==> src/common/piano_config.svh <==
// widths, sync word and timing constants, included by the packages and RTL that need them
`ifndef PIANO_CONFIG_SVH
`define PIANO_CONFIG_SVH

// audio and SPI framing
`define SAMPLE_W            8
`define FRAME_W             32
`define SYNC_WORD           32'h0000_FFFF

// DAC frame timing in clk cycles
`define DAC_BIT_CYCLES      8
`define DAC_PRE_BITS        4
`define DAC_LOAD_CYCLES     4
`define DAC_LDAC_CYCLES     4

// one complete DAC frame: idle bits, data bits, both strobes and the restart cycle
`define DAC_FRAME_CYCLES    ((`DAC_PRE_BITS + `SAMPLE_W) * `DAC_BIT_CYCLES + \
                             `DAC_LOAD_CYCLES + `DAC_LDAC_CYCLES + 1)

// envelope shape
`define ENV_STAGES          16
`define ENV_STAGE_CYCLES    (4 * `DAC_FRAME_CYCLES)

`endif

==> src/common/audio_pkg.sv <==
// audio sample, frame and voice types plus the envelope gain table, imported by the voice path
`include "piano_config.svh"

package audio_pkg;

    typedef logic [`SAMPLE_W-1:0] sample_t;
    typedef logic [1:0]           voice_count_t;   // 0 means silent
    typedef logic [7:0]           gain_mask_t;     // bit 7 whole, bit 0 one 128th

    typedef struct packed {
        sample_t      note1;
        sample_t      note2;
        sample_t      note3;
        voice_count_t count;
    } note_frame_t;

    typedef struct packed {
        sample_t sample;
        logic    active;
        logic    done;
    } voice_status_t;

    // swell over three stages, hold full level once, then fade out
    localparam gain_mask_t env_gain_table [`ENV_STAGES] = '{
        8'h20,   // 1/4
        8'h48,
        8'h70,
        8'h80,   // full level
        8'h7C,
        8'h70,
        8'h64,
        8'h58,
        8'h4C,
        8'h40,   // 1/2
        8'h34,
        8'h28,
        8'h1E,
        8'h14,
        8'h0A,
        8'h04
    };

endpackage

==> src/common/dac_pkg.sv <==
// DAC frame phases and pin bundle, imported by the serializer and the top level
package dac_pkg;

    typedef enum logic [2:0] {
        PRE,    // dclk running, data idle
        DATA,   // eight bits, MSB first
        LOAD,   // load strobe low
        LDAC,   // ldac strobe low
        END     // latch next sample
    } dac_phase_t;

    typedef struct packed {
        logic dclk;
        logic data;
        logic load;
        logic ldac;
    } dac_pins_t;

endpackage

==> src/dac/dac_serializer.sv <==
// serial DAC driver that shifts out one sample per frame and then strobes load and ldac
`timescale 1ns/1ps
`include "piano_config.svh"

module dac_serializer
    import audio_pkg::*;
    import dac_pkg::*;
(
    input  logic      clk,
    input  logic      reset,
    input  sample_t   mixed,
    output dac_pins_t pins
);

    localparam int HALF_BIT = `DAC_BIT_CYCLES / 2;

    dac_phase_t phase;
    logic [7:0] cycle_cnt;
    logic [7:0] cycle_limit;
    logic [3:0] bit_cnt;
    logic       last_cycle;
    logic       dclk_high;
    logic       bit_slot;
    sample_t    word;

    always_comb
    begin
        case (phase)
            PRE, DATA: cycle_limit = 8'(`DAC_BIT_CYCLES);
            LOAD:      cycle_limit = 8'(`DAC_LOAD_CYCLES);
            LDAC:      cycle_limit = 8'(`DAC_LDAC_CYCLES);
            default:   cycle_limit = 8'd1;
        endcase
    end

    assign last_cycle = (cycle_cnt == cycle_limit - 8'd1);
    assign dclk_high  = (cycle_cnt < 8'(HALF_BIT));   // first half of the bit period
    assign bit_slot   = (phase == DATA) && (cycle_cnt == 8'd1);

    always_ff @(posedge clk)
    begin
        if (reset)
        begin
            phase     <= END;   // first cycle latches a sample
            cycle_cnt <= '0;
            bit_cnt   <= '0;
        end
        else if (!last_cycle)
            cycle_cnt <= cycle_cnt + 8'd1;
        else
        begin
            cycle_cnt <= '0;
            case (phase)
                PRE:
                begin
                    bit_cnt <= bit_cnt + 4'd1;
                    if (bit_cnt == 4'(`DAC_PRE_BITS - 1))
                    begin
                        phase   <= DATA;
                        bit_cnt <= '0;
                    end
                end
                DATA:
                begin
                    bit_cnt <= bit_cnt + 4'd1;
                    if (bit_cnt == 4'(`SAMPLE_W - 1))
                    begin
                        phase   <= LOAD;
                        bit_cnt <= '0;
                    end
                end
                LOAD:
                    phase <= LDAC;
                LDAC:
                    phase <= END;
                default:
                    phase <= PRE;
            endcase
        end
    end

    always_ff @(posedge clk)
    begin
        if (reset)
            word <= '0;
        else if (phase == END)
            word <= mixed;
        else if (bit_slot)
            word <= word << 1;
    end

    always_ff @(posedge clk)
    begin
        if (reset)
            pins <= '{dclk: 1'b0, data: 1'b0, load: 1'b1, ldac: 1'b1};
        else
        begin
            pins.dclk <= (phase == PRE || phase == DATA) && dclk_high;
            pins.load <= (phase != LOAD);
            pins.ldac <= (phase != LDAC);
            if (bit_slot)
                pins.data <= word[`SAMPLE_W-1];   // changes while dclk is high
            else if (phase != DATA)
                pins.data <= 1'b0;
        end
    end

endmodule

==> src/source/piano_top.sv <==
// three-voice tone mixer top level: SPI note frames in, serial DAC pins out
`timescale 1ns/1ps

module piano_top
    import audio_pkg::*;
    import dac_pkg::*;
(
    input  logic      clk,
    input  logic      reset,
    input  logic      sck,
    input  logic      sdi,
    output dac_pins_t dac
);

    note_frame_t   frame;
    voice_status_t voices [3];
    sample_t       mixed;

    spi_note_receiver i_spi_note_receiver (
        .clk   (clk),
        .reset (reset),
        .sck   (sck),
        .sdi   (sdi),
        .frame (frame)
    );

    envelope_generator i_envelope_1 (
        .clk   (clk),
        .reset (reset),
        .note  (frame.note1),
        .voice (voices[0])
    );

    envelope_generator i_envelope_2 (
        .clk   (clk),
        .reset (reset),
        .note  (frame.note2),
        .voice (voices[1])
    );

    envelope_generator i_envelope_3 (
        .clk   (clk),
        .reset (reset),
        .note  (frame.note3),
        .voice (voices[2])
    );

    note_mixer i_note_mixer (
        .clk    (clk),
        .reset  (reset),
        .voices (voices),
        .count  (frame.count),
        .mixed  (mixed)
    );

    dac_serializer i_dac_serializer (
        .clk   (clk),
        .reset (reset),
        .mixed (mixed),
        .pins  (dac)
    );

endmodule

==> src/source/spi_note_receiver.sv <==
// receive-only SPI link sampled on clk that unlocks on the sync word and then decodes note frames
`timescale 1ns/1ps
`include "piano_config.svh"

module spi_note_receiver
    import audio_pkg::*;
(
    input  logic        clk,
    input  logic        reset,
    input  logic        sck,
    input  logic        sdi,
    output note_frame_t frame
);

    logic [1:0]                  sck_sync;
    logic [1:0]                  sdi_sync;
    logic                        sck_last;
    logic                        sck_rise;
    logic [`FRAME_W-1:0]         shift;
    logic                        synced;
    logic [$clog2(`FRAME_W)-1:0] bit_cnt;
    logic                        frame_done;

    assign sck_rise = sck_sync[1] & ~sck_last;

    always_ff @(posedge clk)
    begin
        if (reset)
        begin
            sck_sync <= '0;
            sdi_sync <= '0;
            sck_last <= 1'b0;
        end
        else
        begin
            sck_sync <= {sck_sync[0], sck};
            sdi_sync <= {sdi_sync[0], sdi};
            sck_last <= sck_sync[1];
        end
    end

    always_ff @(posedge clk)
    begin
        if (reset)
        begin
            shift      <= '0;
            synced     <= 1'b0;
            bit_cnt    <= '0;
            frame_done <= 1'b0;
        end
        else
        begin
            frame_done <= 1'b0;
            if (sck_rise)
            begin
                shift <= {shift[`FRAME_W-2:0], sdi_sync[1]};
                if (synced)
                begin
                    bit_cnt    <= bit_cnt + 1'b1;
                    frame_done <= (bit_cnt == '1);   // 32nd bit of the frame
                end
            end
            if (!synced && shift == `SYNC_WORD)
                synced <= 1'b1;
        end
    end

    always_ff @(posedge clk)
    begin
        if (reset)
            frame <= '0;
        else if (frame_done)
        begin
            frame.note1 <= shift[`SAMPLE_W-1:0];
            frame.note2 <= shift[2*`SAMPLE_W-1:`SAMPLE_W];
            frame.note3 <= shift[3*`SAMPLE_W-1:2*`SAMPLE_W];
            frame.count <= shift[3*`SAMPLE_W+1:3*`SAMPLE_W];
        end
    end

endmodule

==> src/voice/envelope_generator.sv <==
// per-voice envelope: steps through the gain table while the note is held and fades it to silence
`timescale 1ns/1ps
`include "piano_config.svh"

module envelope_generator
    import audio_pkg::*;
(
    input  logic          clk,
    input  logic          reset,
    input  sample_t       note,
    output voice_status_t voice
);

    localparam int CYC_W   = $clog2(`ENV_STAGE_CYCLES);
    localparam int STAGE_W = $clog2(`ENV_STAGES);

    logic [CYC_W-1:0]   cycle_cnt;
    logic [STAGE_W-1:0] stage;
    logic               active;
    logic               done;
    logic               running;
    gain_mask_t         mask;
    sample_t            terms [8];
    sample_t            term_sum;
    sample_t            level;

    assign running = (note != '0) && !done;
    assign mask    = env_gain_table[stage];

    // stage sequencing, a zero note rearms the voice
    always_ff @(posedge clk)
    begin
        if (reset || note == '0)
        begin
            cycle_cnt <= '0;
            stage     <= '0;
            active    <= 1'b0;
            done      <= 1'b0;
        end
        else if (!done)
        begin
            active <= 1'b1;
            if (cycle_cnt == CYC_W'(`ENV_STAGE_CYCLES - 1))
            begin
                cycle_cnt <= '0;
                if (stage == STAGE_W'(`ENV_STAGES - 1))
                begin
                    active <= 1'b0;
                    done   <= 1'b1;
                end
                else
                    stage <= stage + 1'b1;
            end
            else
                cycle_cnt <= cycle_cnt + 1'b1;
        end
    end

    always_comb
    begin
        term_sum = '0;
        for (int k = 0; k < 8; k++)
            term_sum = term_sum + terms[k];
    end

    // mask bit 7-k selects note/2^k
    always_ff @(posedge clk)
    begin
        if (reset)
        begin
            terms <= '{default: '0};
            level <= '0;
        end
        else
        begin
            for (int k = 0; k < 8; k++)
                terms[k] <= (running && mask[7 - k]) ? note >> k : '0;
            level <= term_sum;
        end
    end

    assign voice = '{sample: level, active: active, done: done};

endmodule

==> src/voice/note_mixer.sv <==
// sums the three voices and scales the result by the voice count and by how the voices overlap
`timescale 1ns/1ps
`include "piano_config.svh"

module note_mixer
    import audio_pkg::*;
(
    input  logic          clk,
    input  logic          reset,
    input  voice_status_t voices [3],
    input  voice_count_t  count,
    output sample_t       mixed
);

    localparam int SUM_W = `SAMPLE_W + 2;

    logic             overlap_12;
    logic             overlap_23;
    logic             overlap_all;
    logic [SUM_W-1:0] sum;
    logic [SUM_W-1:0] third;

    always_ff @(posedge clk)
    begin
        if (reset)
        begin
            overlap_12  <= 1'b0;
            overlap_23  <= 1'b0;
            overlap_all <= 1'b0;
        end
        else
        begin
            overlap_12  <= voices[1].active & ~voices[0].done;
            overlap_23  <= voices[2].active & ~voices[1].done;
            overlap_all <= voices[2].active & ~voices[0].done & ~voices[1].done;
        end
    end

    assign sum = SUM_W'(voices[0].sample) + SUM_W'(voices[1].sample) +
                 SUM_W'(voices[2].sample);

    // about sum/3
    assign third = (sum >> 2) + (sum >> 4) + (sum >> 6) + (sum >> 8);

    always_comb
    begin
        case (count)
            2'd1:
                mixed = sample_t'(sum);
            2'd2:
                mixed = overlap_12 ? sample_t'(sum >> 1) : sample_t'(sum);
            2'd3:
            begin
                if (overlap_all)
                    mixed = sample_t'(third);
                else if (overlap_23)
                    mixed = sample_t'(sum >> 1);
                else
                    mixed = sample_t'(sum);
            end
            default:
                mixed = '0;   // silent
        endcase
    end

endmodule
==> config.mk <==
export PLATFORM = sky130hd
export DESIGN_NAME = piano_top
export DESIGN_NICKNAME = d
export VERILOG_FILES = /design/src/common/audio_pkg.sv /design/src/common/dac_pkg.sv /design/src/dac/dac_serializer.sv /design/src/source/piano_top.sv /design/src/source/spi_note_receiver.sv /design/src/voice/envelope_generator.sv /design/src/voice/note_mixer.sv
export VERILOG_INCLUDE_DIRS = /design/src /design/src/common
export SDC_FILE = /design/constraint.sdc
export NUM_CORES = 1
export LEC_CHECK = 0
export BUFFER_PORTS_ARGS = -buffer_cell sky130_fd_sc_hd__buf_2
export CORE_MARGIN = 1
export CORE_UTILIZATION = 32
export CTS_CLUSTER_DIAMETER = 120
export DETAILED_ROUTE_END_ITERATION = 7
export GPL_TIMING_DRIVEN = 1
export PLACE_DENSITY_LB_ADDON = 0.1
export SKIP_CTS_REPAIR_TIMING = 1
export SYNTH_ARGS = -nofsm -noshare
export SYNTH_HDL_FRONTEND = slang
export SYNTH_SLANG_ARGS = --single-unit
export TNS_END_PERCENT = 30
==> constraint.sdc <==
create_clock -name clk -period 15.8 [get_ports clk]
set_input_delay 0.79 -clock clk [delete_from_list [all_inputs] [get_ports clk]]
set_output_delay 0.79 -clock clk [all_outputs]
set_load 0.05 [all_outputs]
-- Word-level counts from Yosys, hierarchy flattened
Memories as Yosys holds them, arrays and structs flattened.
Index checks and enable logic that the tools add are counted.
- $add $sub $neg: 36
- magnitude comparators: 4
- eq/ne operators: 24
- multiplexer cells: 37
- bitwise operators: 41
- reductions and logical operators: 82
- operator list (cell ; number):
    8-bit adder ; 21
    8-bit 2-to-1 mux ; 11
    2-bit OR reduction ; 27
    1-bit inverter ; 33
    32-bit by 16-bit == test with 1-bit output (second input constant) ; 1
    1-bit logical AND ; 30
    9-bit by 1-bit adder with 9-bit output (second input constant) ; 3
    9-bit == test (second input constant) ; 3
    9-bit 2-to-1 mux ; 3
    8-bit logical NOT ; 3
    8-bit one-hot mux with 3 select lines ; 1
    8-bit nonzero test ; 3
    4-bit by 1-bit adder with 4-bit output (second input constant) ; 4
    4-bit one-hot mux with 2 select lines ; 2
    5-bit >= comparator (second input constant) ; 3
    1-bit 2-to-1 mux ; 15
    4-bit inverter with 5-bit output ; 3
    4-bit == test (second input constant) ; 3
    3-bit one-hot mux with 4 select lines ; 1
    3-bit AND reduction ; 4
    10-bit by 8-bit adder with 10-bit output ; 1
    8-bit by 8-bit adder with 9-bit output ; 1
    8-bit by 1-bit adder with 8-bit output (second input constant) ; 1
    8-bit by 2-bit adder with 8-bit output ; 1
    27 further kinds ; 46
- register bits: 360
- bits in read-only memories: 384
- input bits: 4
- output and inout port bits: 4
- word-level logic and storage cells: 308
- memories kept: 3
- memories (name ; depth ; bits a word ; read ports ; clocked after Yosys merged registers in ; write ports ; line ; source):
    (name not given) ; 16 ; 8 ; 1 ; 0 ; 0 ; envelope_generator.sv:28 ; assign mask = env_gain_table[stage];
    (name not given) ; 16 ; 8 ; 1 ; 0 ; 0 ; envelope_generator.sv:28 ;
    (name not given) ; 16 ; 8 ; 1 ; 0 ; 0 ; envelope_generator.sv:28 ;

-- Logic depth before layout (Yosys ltp)
- depth after elaboration: 8
- depth in mapped cells: 24

-- By module
Synthesis repeated with hierarchy kept, for this count alone.
- cell total of the unflattened synthesis: 1511
- area total of the unflattened synthesis: 14186.1 µm²
- modules (own cells, without submodules) (module ; times used ; cells each ; area each (µm²) ; seq. area each (µm²)):
    envelope_generator (i_envelope_1 ...) ; 2 ; 302 ; 2961.6 ; 1161.1
    envelope_generator (i_envelope_2) ; 1 ; 302 ; 2964.1 ; 1161.1
    spi_note_receiver ; 1 ; 275 ; 2487.4 ; 1401.3
    note_mixer ; 1 ; 184 ; 1514.0 ; 60.1
    dac_serializer ; 1 ; 146 ; 1297.5 ; 540.5

-- Least setup slack after synthesis
No wires, ideal clock.
- path type: reg-to-reg
- start: register i_envelope_1.level[1]
- end: register i_dac_serializer.word[7]
- setup time: 0.074 ns
- data arrival time: 5.138 ns
- slack: 10.588 ns
- stages on the path, launching flop included: 25
- path buffers: 0
- period minus slack after synthesis: 5.212 ns
- cells stage by stage: dfxtp_1 > ha_1 > a21o_1 > a21oi_1 > nor2b_1 > o21ai_0 > nand2b_1 > xor2_1 > ha_1 > and3_1 > a22oi_1 > or2b_2 > a22oi_1 > fa_1 > fa_1 > ha_1 > inv_1 > fa_1 > nor2b_1 > o31a_1 > o21a_1 > or3_1 > a21oi_1 > a21oi_1 > a31oi_1
- word-level cells in the longest chain between the ends: 8
- RTL lines (item ; line ; source):
    start: declaration ; envelope_generator.sv:25 ; sample_t level;
    start signal: assignment ; envelope_generator.sv:78 ; level <= term_sum;
    8-bit by 8-bit adder with 9-bit output * ; note_mixer.sv:39 ; assign sum = SUM_W'(voices[0].sample) + SUM_W'(voices[1].sample) +
    10-bit by 8-bit adder with 10-bit output * ; note_mixer.sv:39 ;
    8-bit by 6-bit adder with 8-bit output ; note_mixer.sv:43 ; assign third = (sum >> 2) + (sum >> 4) + (sum >> 6) + (sum >> 8);
    8-bit by 4-bit adder with 8-bit output ; note_mixer.sv:43 ;
    8-bit by 2-bit adder with 8-bit output ; note_mixer.sv:43 ;
    8-bit 2-to-1 mux ; note_mixer.sv:54 ; if (overlap_all)
    8-bit one-hot mux with 3 select lines * ; note_mixer.sv:47 ; case (count)
    8-bit 2-to-1 mux * ; dac_serializer.sv:86 ; else if (phase == END)
    end signal: assignment ; dac_serializer.sv:87 ; word <= mixed;
    end signal: assignment ; dac_serializer.sv:89 ; word <= word << 1;
    end: declaration ; dac_serializer.sv:24 ; sample_t word;
Every way passes the cells marked *; elsewhere a longest branch is shown, timed or not.
A chain may end at the register's enable or synchronous reset.

-- Worst setup path in the final report
Same ends and word-level chain as after synthesis.

==> results.yml <==
floorplanning:
  ios: 8
  core_um2: 41020
  die_x_um: 206.2
  start_util: 0.3253
  rows: 74
  fp.dieH_um: 206.2
  die_area_um2: 42510
clock_network:
  cts_root_buf: "clkbuf_16"
  clock_sinks: 273
  clock_path_buffers: 3
  numCtsBuffers: 35
  clk_latency_ps: 520
  tritoncts: "yes"
  path_clk_slew_ps: 60
  htreeDepth: 2
yosys:
  syn_area_per_cell_um2: 9.633
  netlist_area_um2: 13340
  ys_warn_count: 0
  synth_nets: 1550
  synthDistinctLibCells: 64
  syn-instance-count: 1385
  synth-edff-count: 0
  ys_async_sr_fraction: 0
  seq_area_frac_synth: 0.4096
  synth-seq-cells: 273
  postSynth.topFlopCell: "dfxtp_1"
detailed_routing:
  drt_iter0_markers: 310
  routed_via_density: 4.640
  drt-total-wl_um: 27860
  drtAntennaViolNets: 0
  drtPass1Iterations: 5
  drcViolationCount: 0
  wire_per_inst_um: 14.38
  num_vias: 8993
sta:
  period_minus_slack_ps: 5788
  rsz0062_at_grt: "no"
  finalCritPeriodShare: 0.3664
  hold_violations: 0
  setup_viol: 0
  holdWs_ps: 443.4
  fin_setup_tns_ps: 0
  fmax_ghz: 0.1728
  skew_ps: 14.39
  finalMaxSlewViolations: 0
  slew_headroom: 0.2719
  tightest_slew_ps: 1090
place:
  dp_hpwl_um: 20010
  place_congestion: 0.7572
  dp.cells: 1878
  portBuffers: 7
status:
  status: "completed"
pwr:
  peakVddDrop_uv: 51.57
  p_leak_uw: 0.006282
  power_density_nw_per_um2: 103.0
  power_uw: 1548
cells_and_area:
  fin_nets: 1548
  fillerInstances: 4174
  n_antenna_cell: 0
  final_cells: 1938
  layout-drive-gt1-share: 0.06046
  area_delta_synth_final_pct: 12.60
min_path:
  min_path_type: "reg -> reg"
grt:
  track_usage: 0.1375
  antenna_found_initial: 1
  grt_first_pass_wirelength_um: 46710
  grt-ovfl-total: 0
  grt_pass1_vias: 9022
  grt_max_degree: 48
worst_setup_path:
  crit_arrival_ps: 6240
  critPathKind: "reg -> reg"
  required_ps: 16250
  crit_fanout: 6
  cp-start-kind: "flip-flop"
  crit_family: "compound AO/OA/AOI/OAI gates"
  path_cells: "ha_1 > a21o_1 > a21oi_1 > nor2b_1 > o21ai_0 > nand2b_1 > xor2_1 > ha_1 > and3_1 > a22oi_1 > or2b_2 > a22oi_1 > fa_1 > fa_1 > ha_1 > inv_1 > fa_1 > nor2b_1 > o31a_1 > o21a_1 > or3_1 > a21oi_1 > a21oi_1 > a31oi_1"
  slowest_stage: "a22oi_1"
  cp-end-kind: "flip-flop"
  crit_path_max_incr_delay_ps: 620
  cp_num_buf_inv: 1
flow_run:
  cap_violations: 0
[path summary, 6_finish.rpt]
| kind | from | endpoint | slack [ps] | cells after the start |
|---|---|---|---|---|
| worst min register to register | i_spi_note_receiver.sck_sync[0] | i_spi_note_receiver.sck_sync[1] | 440 | 1 |
| worst min-delay path | i_spi_note_receiver.sck_sync[0] | i_spi_note_receiver.sck_sync[1] | 440 | 1 |
| worst max-delay path | i_envelope_1.level[1] | i_dac_serializer.word[7] | 10010 | 24 |
| worst max register to register | i_envelope_1.level[1] | i_dac_serializer.word[7] | 10010 | 24 |
[layout by cell type (no fill, tap or decap), types with 3 or more instances in the layout]
cell	count
o211ai_1	3
dfxtp_1	273
o22ai_1	8
a22oi_1	3
mux2i_1	42
nand4_1	10
fa_1	66
or2_2	6
inv_1	66
nor2b_1	33
or2b_2	3
a211oi_1	6
o21ai_0	33
clkinv_2	5
nor2_1	164
ha_1	95
bufinv_16	3
xor2_1	47
a31oi_1	8
clkbuf_16	37
nor4_1	14
a21oi_1	81
nand3_1	32
nor3b_1	8
and3_1	16
o21a_1	6
clkbuf_8	6
nand2b_1	15
clkbuf_1	5
buf_2	6
buf_4	6
and2_1	63
nor3_1	39
a21o_1	21
xnor2_1	33
nand2_1	96
or3_1	6
[state kept, by name (all words and copies together), names as in the netlist, 9 cells and up]
signal	cells
i_envelope_1.cycle_cnt	9
i_envelope_2.terms	35
i_spi_note_receiver.shift	32
i_envelope_2.cycle_cnt	9
i_envelope_1.terms	35
i_envelope_3.cycle_cnt	9
i_envelope_3.terms	35
i_spi_note_receiver.frame	26
[cell families (layout without fill, tap and decap cells)]
kind of cell    after synthesis  after routing  share of synthesized area
compound gates              191            191                    0.08703
xor+xnor                     80             80                    0.05252
fa+ha+maj                   161            161                     0.1881
buf+inv                     118            139                    0.03657
flops                       273            273                     0.4096
mux                          44             44                    0.03320
simple gates                518            518                     0.1929
[stage by stage]
step | util | setup WS (ps) | area [µm²]
global route | 0.3663 | 9392 | 15020
floorplan | - | 10590 | 13340
finish | 0.3663 | 10010 | 15020
detailed placement | 0.3376 | 9947 | 13850
CTS | 0.3663 | 9948 | 15020
global placement | 0.3376 | 10040 | 13850
[metal layers]
layer / GRT usage / part of all wire
met1: 0.1909 / 0.51
met2: 0.2140 / 0.44
met3: 0.02176 / 0.024
met4: 0.05068 / 0.023
met5: 0 / 0
[area by class of cell]
| cell class | instances | area (µm²) | area share |
|---|---|---|---|
| tap | 532 | 665.6 | 0.04431 |
| sequential | 273 | 5465 | 0.3638 |
| clock inverter | 12 | 147.6 | 0.009828 |
| clock buffer | 48 | 1027 | 0.06838 |
| timing repair buffer | 12 | 75.07 | 0.004997 |
| multi-input combinational | 994 | 7391 | 0.4920 |
| inverter | 67 | 251.5 | 0.01674 |
[cell usage after synthesis (3+ instances only)]
cell        n  area (µm²)
dfxtp_1   273        5465
nor2_1    164       615.6
nand2_1    96       360.4
ha_1       95        1189
a21oi_1    81       405.4
fa_1       66        1321
inv_1      66       247.7
and2_1     63       394.1
xor2_1     47       411.6
mux2i_1    42       420.4
clkbuf_1   39       146.4
nor3_1     39       195.2
nor2b_1    34       212.7
o21ai_0    33       165.2
xnor2_1    33       289.0
nand3_1    32       160.2
a21o_1     21       157.7
and3_1     16       100.1
nand2b_1   15       93.84
nor4_1     14       87.58
nand4_1    10       62.56
a31oi_1     8       50.05
nor3b_1     8       60.06
o22ai_1     8       50.05
a211oi_1    6       45.04
o21a_1      6       45.04
or2_2       6       37.54
or3_1       6       37.54
buf_1       5       18.77
buf_6       4       45.04
a22oi_1     3       22.52
o211ai_1    3       22.52
or2b_2      3       26.28
[report_power, final]
part           internal (µW)  switching [µW]  total, µW  leakage (µW)
registers                694            6.18        700       0.00220
logic                   13.9            26.7       40.6       0.00351
clock network            503             304        808      0.000575
total                   1210             337       1550       0.00628
Note: power is estimated with default switching activity, not from simulation.
